==> src/common/bmm_cfg_pkg.sv <==
package bmm_cfg_pkg;

  // ##########################################################################
  // sizes
  // ##########################################################################
  parameter int NUM_VBANKS = 4;
  parameter int NUM_PBANKS = NUM_VBANKS + 1;  // one spare bank
  parameter int ROWS       = 16;
  parameter int DATA_W     = 32;

  localparam int VB_W  = $clog2(NUM_VBANKS);
  localparam int PB_W  = $clog2(NUM_PBANKS);
  localparam int ROW_W = $clog2(ROWS);

  typedef logic [VB_W-1:0]   vbank_t;
  typedef logic [PB_W-1:0]   pbank_t;
  typedef logic [ROW_W-1:0]  row_t;
  typedef logic [DATA_W-1:0] data_t;

  // ##########################################################################
  // address and command structs
  // ##########################################################################
  typedef struct packed {
    vbank_t bank;
    row_t   row;
  } vaddr_t;

  typedef struct packed {
    logic   read;
    logic   write;
    vaddr_t rd_addr;
    vaddr_t wr_addr;
    data_t  wr_data;
  } vreq_t;

  typedef struct packed {
    logic   en;
    pbank_t bank;
    row_t   row;
  } pcmd_t;

endpackage

==> src/common/bmm_map_pkg.sv <==
package bmm_map_pkg;

  import bmm_cfg_pkg::*;

  // field v holds the physical bank of virtual bank v, top field is free
  typedef pbank_t [NUM_PBANKS-1:0] map_entry_t;

  localparam int FREE_IDX = NUM_VBANKS;

  typedef struct packed {
    logic       en;
    row_t       row;
    map_entry_t entry;
  } map_wr_t;

  typedef enum logic {
    ST_INIT,  // identity sweep over all rows
    ST_RUN
  } ctrl_state_e;

endpackage

==> src/design/req_pipe.sv <==
module req_pipe #(
  parameter int SRAM_DELAY = 2,
  parameter int FLOPIN     = 0
) (
  input  logic                clk,
  input  logic                rst,
  input  logic                ready,
  input  logic                wr_en,
  input  bmm_cfg_pkg::vaddr_t wr_addr,
  input  bmm_cfg_pkg::data_t  wr_data,
  input  logic                rd_en,
  input  bmm_cfg_pkg::vaddr_t rd_addr,
  output bmm_cfg_pkg::vreq_t  now_req,
  output bmm_cfg_pkg::vreq_t  due_req
);

  import bmm_cfg_pkg::*;

  vreq_t in_req;
  vreq_t dly [SRAM_DELAY];

  always_comb begin
    in_req.read    = rd_en && ready;  // dropped until init is done
    in_req.write   = wr_en && ready;
    in_req.rd_addr = rd_addr;
    in_req.wr_addr = wr_addr;
    in_req.wr_data = wr_data;
  end

  // ##########################################################################
  // optional input stage
  // ##########################################################################
  if (FLOPIN != 0) begin : g_flopin
    always_ff @(posedge clk) begin
      now_req <= in_req;
      if (rst) begin
        now_req.read  <= 1'b0;
        now_req.write <= 1'b0;
      end
    end
  end else begin : g_direct
    assign now_req = in_req;
  end

  // ##########################################################################
  // delay line matching the map lookup
  // ##########################################################################
  always_ff @(posedge clk) begin
    dly[0] <= now_req;
    for (int i = 1; i < SRAM_DELAY; i++) begin
      dly[i] <= dly[i-1];
    end
    if (rst) begin
      for (int i = 0; i < SRAM_DELAY; i++) begin
        dly[i].read  <= 1'b0;
        dly[i].write <= 1'b0;
      end
    end
  end

  assign due_req = dly[SRAM_DELAY-1];

endmodule

==> src/remap/map_table.sv <==
module map_table #(
  parameter int SRAM_DELAY = 2
) (
  input  logic                     clk,
  input  logic                     rst,
  input  bmm_cfg_pkg::row_t        wr_row,
  input  bmm_cfg_pkg::row_t        rd_row,
  input  logic                     lookup_wr,
  input  logic                     lookup_rd,
  input  bmm_map_pkg::map_wr_t     upd,
  output bmm_map_pkg::map_entry_t  wr_entry,
  output bmm_map_pkg::map_entry_t  rd_entry
);

  import bmm_cfg_pkg::*;
  import bmm_map_pkg::*;

  localparam int NP = 2;  // port 0 write lookup, port 1 read lookup

  map_entry_t mem [ROWS];
  row_t       look_row [NP];
  logic       look_en [NP];
  logic       vld [NP][SRAM_DELAY];
  row_t       srow [NP][SRAM_DELAY];
  logic       fwd [NP][SRAM_DELAY];
  map_entry_t fent [NP][SRAM_DELAY];
  map_entry_t sdat [NP][SRAM_DELAY];
  map_entry_t entry_out [NP];

  function automatic logic has_dup(map_entry_t e);
    logic dup;
    dup = 1'b0;
    for (int a = 0; a < NUM_PBANKS; a++) begin
      for (int b = a + 1; b < NUM_PBANKS; b++) begin
        if (e[a] == e[b]) dup = 1'b1;
      end
    end
    return dup;
  endfunction

  always_comb begin
    look_row[0] = wr_row;
    look_row[1] = rd_row;
    look_en[0]  = lookup_wr;
    look_en[1]  = lookup_rd;
  end

  always_ff @(posedge clk) begin
    if (upd.en) mem[upd.row] <= upd.entry;
  end

  // ##########################################################################
  // lookup pipe with update forwarding
  // ##########################################################################
  always_ff @(posedge clk) begin
    for (int p = 0; p < NP; p++) begin
      if (look_en[p] && !(upd.en && (upd.row == look_row[p]))) begin
        sdat[p][0] <= mem[look_row[p]];  // skipped when forwarded
      end
      vld[p][0]  <= look_en[p];
      srow[p][0] <= look_row[p];
      fwd[p][0]  <= upd.en && (upd.row == look_row[p]);
      fent[p][0] <= upd.entry;
      for (int i = 1; i < SRAM_DELAY; i++) begin
        vld[p][i]  <= vld[p][i-1];
        srow[p][i] <= srow[p][i-1];
        sdat[p][i] <= sdat[p][i-1];
        if (upd.en && (upd.row == srow[p][i-1])) begin
          fwd[p][i]  <= 1'b1;  // newest update wins
          fent[p][i] <= upd.entry;
        end else begin
          fwd[p][i]  <= fwd[p][i-1];
          fent[p][i] <= fent[p][i-1];
        end
      end
      if (rst) begin
        for (int i = 0; i < SRAM_DELAY; i++) begin
          vld[p][i] <= 1'b0;
          fwd[p][i] <= 1'b0;
        end
      end
    end
  end

  always_comb begin
    for (int p = 0; p < NP; p++) begin
      entry_out[p] = fwd[p][SRAM_DELAY-1] ? fent[p][SRAM_DELAY-1] : sdat[p][SRAM_DELAY-1];
    end
  end

  assign wr_entry = entry_out[0];
  assign rd_entry = entry_out[1];

  for (genvar p = 0; p < NP; p++) begin : g_chk
    a_entry_perm: assert property (
      @(posedge clk) disable iff (rst)
      vld[p][SRAM_DELAY-1] |-> !has_dup(entry_out[p])
    ) else $error("map lookup on port %0d returned a duplicate bank", p);
  end

endmodule

==> src/remap/remap_ctrl.sv <==
module remap_ctrl (
  input  logic                     clk,
  input  logic                     rst,
  input  bmm_cfg_pkg::vreq_t       due_req,
  input  bmm_map_pkg::map_entry_t  wr_entry,
  input  bmm_map_pkg::map_entry_t  rd_entry,
  output bmm_map_pkg::map_wr_t     upd,
  output bmm_cfg_pkg::pcmd_t       rd_cmd,
  output bmm_cfg_pkg::pcmd_t       wr_cmd,
  output bmm_cfg_pkg::data_t       wr_data,
  output logic                     ready
);

  import bmm_cfg_pkg::*;
  import bmm_map_pkg::*;

  ctrl_state_e state;
  row_t        init_row;
  map_entry_t  ident;
  map_entry_t  swapped;
  pbank_t      rd_pb;
  pbank_t      wr_pb;
  pbank_t      wr_free;
  logic        conflict;

  // ##########################################################################
  // init sweep and ready
  // ##########################################################################
  always_ff @(posedge clk) begin
    if (rst) begin
      state    <= ST_INIT;
      init_row <= '0;
      ready    <= 1'b0;
    end else begin
      ready <= (state == ST_RUN);
      if (state == ST_INIT) begin
        init_row <= init_row + 1'b1;
        if (init_row == row_t'(ROWS - 1)) begin
          state <= ST_RUN;  // last row written this cycle
        end
      end
    end
  end

  always_comb begin
    for (int v = 0; v < NUM_PBANKS; v++) begin
      ident[v] = pbank_t'(v);  // spare bank starts as free
    end
  end

  // ##########################################################################
  // translation and conflict remap
  // ##########################################################################
  assign rd_pb    = rd_entry[due_req.rd_addr.bank];
  assign wr_pb    = wr_entry[due_req.wr_addr.bank];
  assign wr_free  = wr_entry[FREE_IDX];
  assign conflict = due_req.read && due_req.write && (rd_pb == wr_pb);

  // written vbank takes the free bank, its old bank becomes free
  always_comb begin
    swapped                        = wr_entry;
    swapped[due_req.wr_addr.bank] = wr_free;
    swapped[FREE_IDX]             = wr_pb;
  end

  always_comb begin
    if (state == ST_INIT) begin
      upd.en    = 1'b1;
      upd.row   = init_row;
      upd.entry = ident;
    end else begin
      upd.en    = conflict;
      upd.row   = due_req.wr_addr.row;
      upd.entry = swapped;
    end
  end

  assign rd_cmd.en   = due_req.read;
  assign rd_cmd.bank = rd_pb;
  assign rd_cmd.row  = due_req.rd_addr.row;

  assign wr_cmd.en   = due_req.write;
  assign wr_cmd.bank = conflict ? wr_free : wr_pb;  // steer around the read
  assign wr_cmd.row  = due_req.wr_addr.row;

  assign wr_data = due_req.wr_data;

  // ##########################################################################
  // checks
  // ##########################################################################
  a_no_bank_clash: assert property (
    @(posedge clk) disable iff (rst)
    (rd_cmd.en && wr_cmd.en) |-> (rd_cmd.bank != wr_cmd.bank)
  ) else $error("read and write sent to the same physical bank");

  a_quiet_in_init: assert property (
    @(posedge clk) disable iff (rst)
    (state == ST_INIT) |-> !(rd_cmd.en || wr_cmd.en)
  ) else $error("bank command issued during map init");

endmodule

==> src/banks/phys_bank_array.sv <==
module phys_bank_array #(
  parameter int SRAM_DELAY = 2
) (
  input  logic               clk,
  input  bmm_cfg_pkg::pcmd_t rd_cmd,
  input  bmm_cfg_pkg::pcmd_t wr_cmd,
  input  bmm_cfg_pkg::data_t wr_data,
  output bmm_cfg_pkg::data_t rd_data
);

  import bmm_cfg_pkg::*;

  data_t [NUM_PBANKS-1:0] bank_q;
  pbank_t                 rd_bank_q;
  data_t                  sram_out;

  // ##########################################################################
  // one port per bank
  // ##########################################################################
  for (genvar b = 0; b < NUM_PBANKS; b++) begin : g_bank
    data_t mem [ROWS];
    data_t q;
    logic  wr_hit;
    logic  rd_hit;

    assign wr_hit = wr_cmd.en && (wr_cmd.bank == pbank_t'(b));
    assign rd_hit = rd_cmd.en && (rd_cmd.bank == pbank_t'(b));

    always_ff @(posedge clk) begin
      if (wr_hit) begin
        mem[wr_cmd.row] <= wr_data;
      end else if (rd_hit) begin
        q <= mem[rd_cmd.row];
      end
    end

    assign bank_q[b] = q;
  end

  always_ff @(posedge clk) begin
    rd_bank_q <= rd_cmd.bank;
  end

  assign sram_out = bank_q[rd_bank_q];  // one cycle after the command

  if (SRAM_DELAY == 1) begin : g_out_direct
    assign rd_data = sram_out;
  end else begin : g_out_pipe
    data_t opipe [SRAM_DELAY-1];

    always_ff @(posedge clk) begin
      opipe[0] <= sram_out;
      for (int i = 1; i < SRAM_DELAY - 1; i++) begin
        opipe[i] <= opipe[i-1];
      end
    end

    assign rd_data = opipe[SRAM_DELAY-2];
  end

  a_single_port: assert property (
    @(posedge clk) (rd_cmd.en && wr_cmd.en) |-> (rd_cmd.bank != wr_cmd.bank)
  ) else $error("bank %0d got a read and a write in one cycle", wr_cmd.bank);

endmodule

==> src/design/bmm_top.sv <==
module bmm_top #(
  parameter int SRAM_DELAY = 2,
  parameter int FLOPIN     = 0
) (
  input  logic                clk,
  input  logic                rst,
  input  logic                wr_en,
  input  bmm_cfg_pkg::vaddr_t wr_addr,
  input  bmm_cfg_pkg::data_t  wr_data,
  input  logic                rd_en,
  input  bmm_cfg_pkg::vaddr_t rd_addr,
  output bmm_cfg_pkg::data_t  rd_data,
  output logic                ready
);

  import bmm_cfg_pkg::*;
  import bmm_map_pkg::*;

  vreq_t      now_req;
  vreq_t      due_req;
  map_entry_t wr_entry;
  map_entry_t rd_entry;
  map_wr_t    upd;
  pcmd_t      rd_cmd;
  pcmd_t      wr_cmd;
  data_t      bank_wr_data;

  req_pipe #(
    .SRAM_DELAY (SRAM_DELAY),
    .FLOPIN     (FLOPIN)
  ) u_req_pipe (
    .clk     (clk),
    .rst     (rst),
    .ready   (ready),
    .wr_en   (wr_en),
    .wr_addr (wr_addr),
    .wr_data (wr_data),
    .rd_en   (rd_en),
    .rd_addr (rd_addr),
    .now_req (now_req),
    .due_req (due_req)
  );

  map_table #(
    .SRAM_DELAY (SRAM_DELAY)
  ) u_map_table (
    .clk       (clk),
    .rst       (rst),
    .wr_row    (now_req.wr_addr.row),
    .rd_row    (now_req.rd_addr.row),
    .lookup_wr (now_req.write),
    .lookup_rd (now_req.read),
    .upd       (upd),
    .wr_entry  (wr_entry),
    .rd_entry  (rd_entry)
  );

  remap_ctrl u_remap_ctrl (
    .clk      (clk),
    .rst      (rst),
    .due_req  (due_req),
    .wr_entry (wr_entry),
    .rd_entry (rd_entry),
    .upd      (upd),
    .rd_cmd   (rd_cmd),
    .wr_cmd   (wr_cmd),
    .wr_data  (bank_wr_data),
    .ready    (ready)
  );

  phys_bank_array #(
    .SRAM_DELAY (SRAM_DELAY)
  ) u_phys_bank_array (
    .clk     (clk),
    .rd_cmd  (rd_cmd),
    .wr_cmd  (wr_cmd),
    .wr_data (bank_wr_data),
    .rd_data (rd_data)
  );

endmodule

==> config.mk <==
export PLATFORM = sky130hd
export DESIGN_NAME = bmm_top
export DESIGN_NICKNAME = d
export VERILOG_FILES = /design/src/common/bmm_cfg_pkg.sv /design/src/common/bmm_map_pkg.sv /design/src/design/req_pipe.sv /design/src/remap/map_table.sv /design/src/remap/remap_ctrl.sv /design/src/banks/phys_bank_array.sv /design/src/design/bmm_top.sv
export SDC_FILE = /design/constraint.sdc
export NUM_CORES = 2
export LEC_CHECK = 0
export ABC_AREA = 0
export BUFFER_PORTS_ARGS = -buffer_cell sky130_fd_sc_hd__buf_2
export CAP_MARGIN = 15
export CELL_PAD_IN_SITES_DETAIL_PLACEMENT = 1
export CELL_PAD_IN_SITES_GLOBAL_PLACEMENT = 2
export CORE_ASPECT_RATIO = 0.6
export CORE_MARGIN = 3
export CORE_UTILIZATION = 54
export CTS_BUF_LIST = sky130_fd_sc_hd__clkbuf_4 sky130_fd_sc_hd__clkbuf_8
export DETAILED_ROUTE_END_ITERATION = 6
export HOLD_SLACK_MARGIN = 0.06
export PLACE_DENSITY_LB_ADDON = 0.25
export SYNTH_ARGS = -nofsm -noshare
export SYNTH_HDL_FRONTEND = slang
export SYNTH_SLANG_ARGS = --single-unit
==> constraint.sdc <==
create_clock -name clk -period 6.5 [get_ports clk]
set_clock_uncertainty 0.05 [all_clocks]
set_input_delay 0.65 -clock clk [delete_from_list [all_inputs] [get_ports clk]]
set_output_delay 0.65 -clock clk [all_outputs]
set_load 0.02 [all_outputs]
==> reports/qor.yml <==
worstSetupPathType: "reg2reg"
peakVddDrop_uv: 223
vias: 58020
port_buffers: 80
routed_wl_mm: 335
dp.cells: 7818
layout_commonest_cell: "edfxtp_1"
place_area_um2: 124000
nNetsFinal: 5466
io_pins: 81
hpwlAfterDp_mm: 205
cellPowerDensity_nw_per_um2: 305
grt_use_total_pct: 29.8
maxSlewHeadroom_pct: 13.1
grt.overflow.total: 0
hp-class: "in2reg"
via_per_inst: 6.67
worst_setup_path_start_kind: "register"
drive_above_1_share_pct: 34.5
start_util_pct: 54.4
first_pass_iters: 5
numCtsBuffers: 444
grt_pass1_vias: 56891
ant_nets: 0
dp_slack_ns: 1.42
wl_per_cell_um: 38.5
worstMarginPinSlew_ns: 1.30
drcViolationCount: 0
required_ns: 7.07
clock_latency_ns: 1.01
post_cts_resized: 0
fmax_ghz: 0.194
drt_iter0_markers: 10555
fp.dieArea_um2: 227000
post_cts.repair.setup_buffers: 0
outcome: "complete, no violations"
min_period_ns: 5.15
synth_seq_cells: 3193
power_w: 0.0408
crit_path_end_kind: "register"
ys_types: 42
grt_setup_unrepaired: "false"
cts_tree: "done"
fin_ws_ns: 1.35
maxCapViolations: 0
setup_viol: 0
syn2layout_area_growth_pct: 12.1
cts.clk_slew.worst_paths_ns: 0.07
synth_warnings: 0
cts_max_level: 5
fp-row-count: 133
finalNonFillerCells: 8699
seq_area_frac_synth_pct: 78.5
setup_tns_ns: 0
core-area_um2: 219000
grt_max_degree: 157
clock_path_buffers: 4
syn_inst: 4981
gp_congestion: 0.877
async_reset_ff_share_pct: 0
maxSlewViolCount: 0
leakagePower_nw: 41.9
design_area_um2: 134000
layout_common_cells: "edfxtp_1 (2987), mux4_2 (922), clkbuf_8 (474)"
fin_crit_sh_pct: 79.2
synth_ff_type: "edfxtp_1"
dieWidth_um: 613
clock-sinks: 3193
synth_edf_count: 2987
cp_data_arrival_time_ns: 5.72
finalHoldViolCount: 0
grt_pass1_wl_mm: 464
antenna_found_initial: 48
avgSynthCellArea_um2: 24.0
syn_nets: 5030
die_h_um: 370
clockRootBuffer: "clkbuf_8"
syn_area_um2: 119000
path_max_fanout: 32
state kept, by name (all words and copies together) (netlist names), 3 cells and up:
| register | flops |
|---|---|
| u_map_table.srow | 14 |
| u_map_table.sdat | 54 |
| u_remap_ctrl.init_row | 4 |
| u_map_table.mem | 240 |
| u_phys_bank_array.rd_bank_q | 3 |
| u_phys_bank_array.g_bank.q | 160 |
| u_phys_bank_array.g_bank.mem | 2560 |
| u_map_table.fent | 42 |
| u_map_table.fwd | 4 |
| u_req_pipe.dly | 78 |
| u_phys_bank_array.g_out_pipe.opipe | 32 |
Yosys cell counts, drive strengths merged (6+ instances only):
cell type | instances | area, um^2
edfxtp | 2987 | 89700
xnor2 | 18 | 158
inv | 30 | 113
o211ai | 6 | 45.0
nand2 | 42 | 158
nor3 | 13 | 65.1
mux2i | 136 | 1420
a21oi | 64 | 320
nor2 | 141 | 529
buf | 97 | 395
clkbuf | 164 | 616
o22ai | 31 | 194
dfxtp | 206 | 4120
mux2 | 9 | 105
a211oi | 26 | 195
nor2b | 37 | 231
mux4 | 922 | 20800
nand3 | 12 | 60.1
routing by layer:
layer  wire, um  vias to the layer above  GRT usage, %
met5        128                        -             0
met4       6560                        4          6.12
met3      48900                      406          9.61
met2     136000                     4072          38.5
met1     143000                    31371          49.5
li1           -                    22167             -
what timing repair did:
action,in CTS,in global routing
hold buffers,43,0
hold endpoints to repair,53,0
setup endpoints to repair,0,0
logic make-up after synthesis:
family | Yosys count | synth area share [%]
adder cells (fa/ha/maj) | 1 | 0.0105
AND/OR/NAND/NOR | 272 | 1.03
buffers and inverters | 291 | 0.940
flip-flops | 3193 | 78.5
AO/OA/AOI/OAI | 135 | 0.690
XOR/XNOR | 22 | 0.161
multiplexers | 1067 | 18.6
metrics by stage:
stage               hold WS, ns  util, %
finish                    0.145     61.0
global route              0.133     61.0
CTS                      0.0654     60.9
detailed placement        0.263     56.6
global placement          0.261     56.6
floorplan                 0.260        -
critical path: stages (launching register included):
cell     delay (ns)
dfxtp_1        0.67
mux4_2         0.58
mux2i_1        0.58
xor2_1         0.24
or4_4          0.75
mux2i_4        0.88
and3_2         0.97
path summary, 6_finish.rpt:
| check | from | end | slack, ns | depth (start not counted) |
|---|---|---|---|---|
| max | u_req_pipe.dly[1][36] | u_phys_bank_array.g_bank[1].q[30] | 1.35 | 6 |
| min | wr_addr[2] | u_map_table.srow[0][6] | 0.14 | 1 |
| max reg2reg | u_req_pipe.dly[1][36] | u_phys_bank_array.g_bank[1].q[30] | 1.35 | 6 |
| min reg2reg | u_req_pipe.dly[0][24] | u_req_pipe.dly[1][24] | 0.27 | 0 |
where the power goes:
part / switching, W / internal, W
registers: 0.000191 / 0.0225
logic: 0.00129 / 0.000744
clock network: 0.00764 / 0.00839
cell type report:
type                    instances  area, um^2
multi-input cells            1497       25200
diodes                         10        25.0
clock buffers                 631        7700
repair buffers                251        2050
inverters                      30         113
well taps                    2902        3630
fillers                     17562       85500
clock inverters               185        1330
flip-flops and latches       3193       93900
No activity file was read; power rests on OpenSTA's default activity.
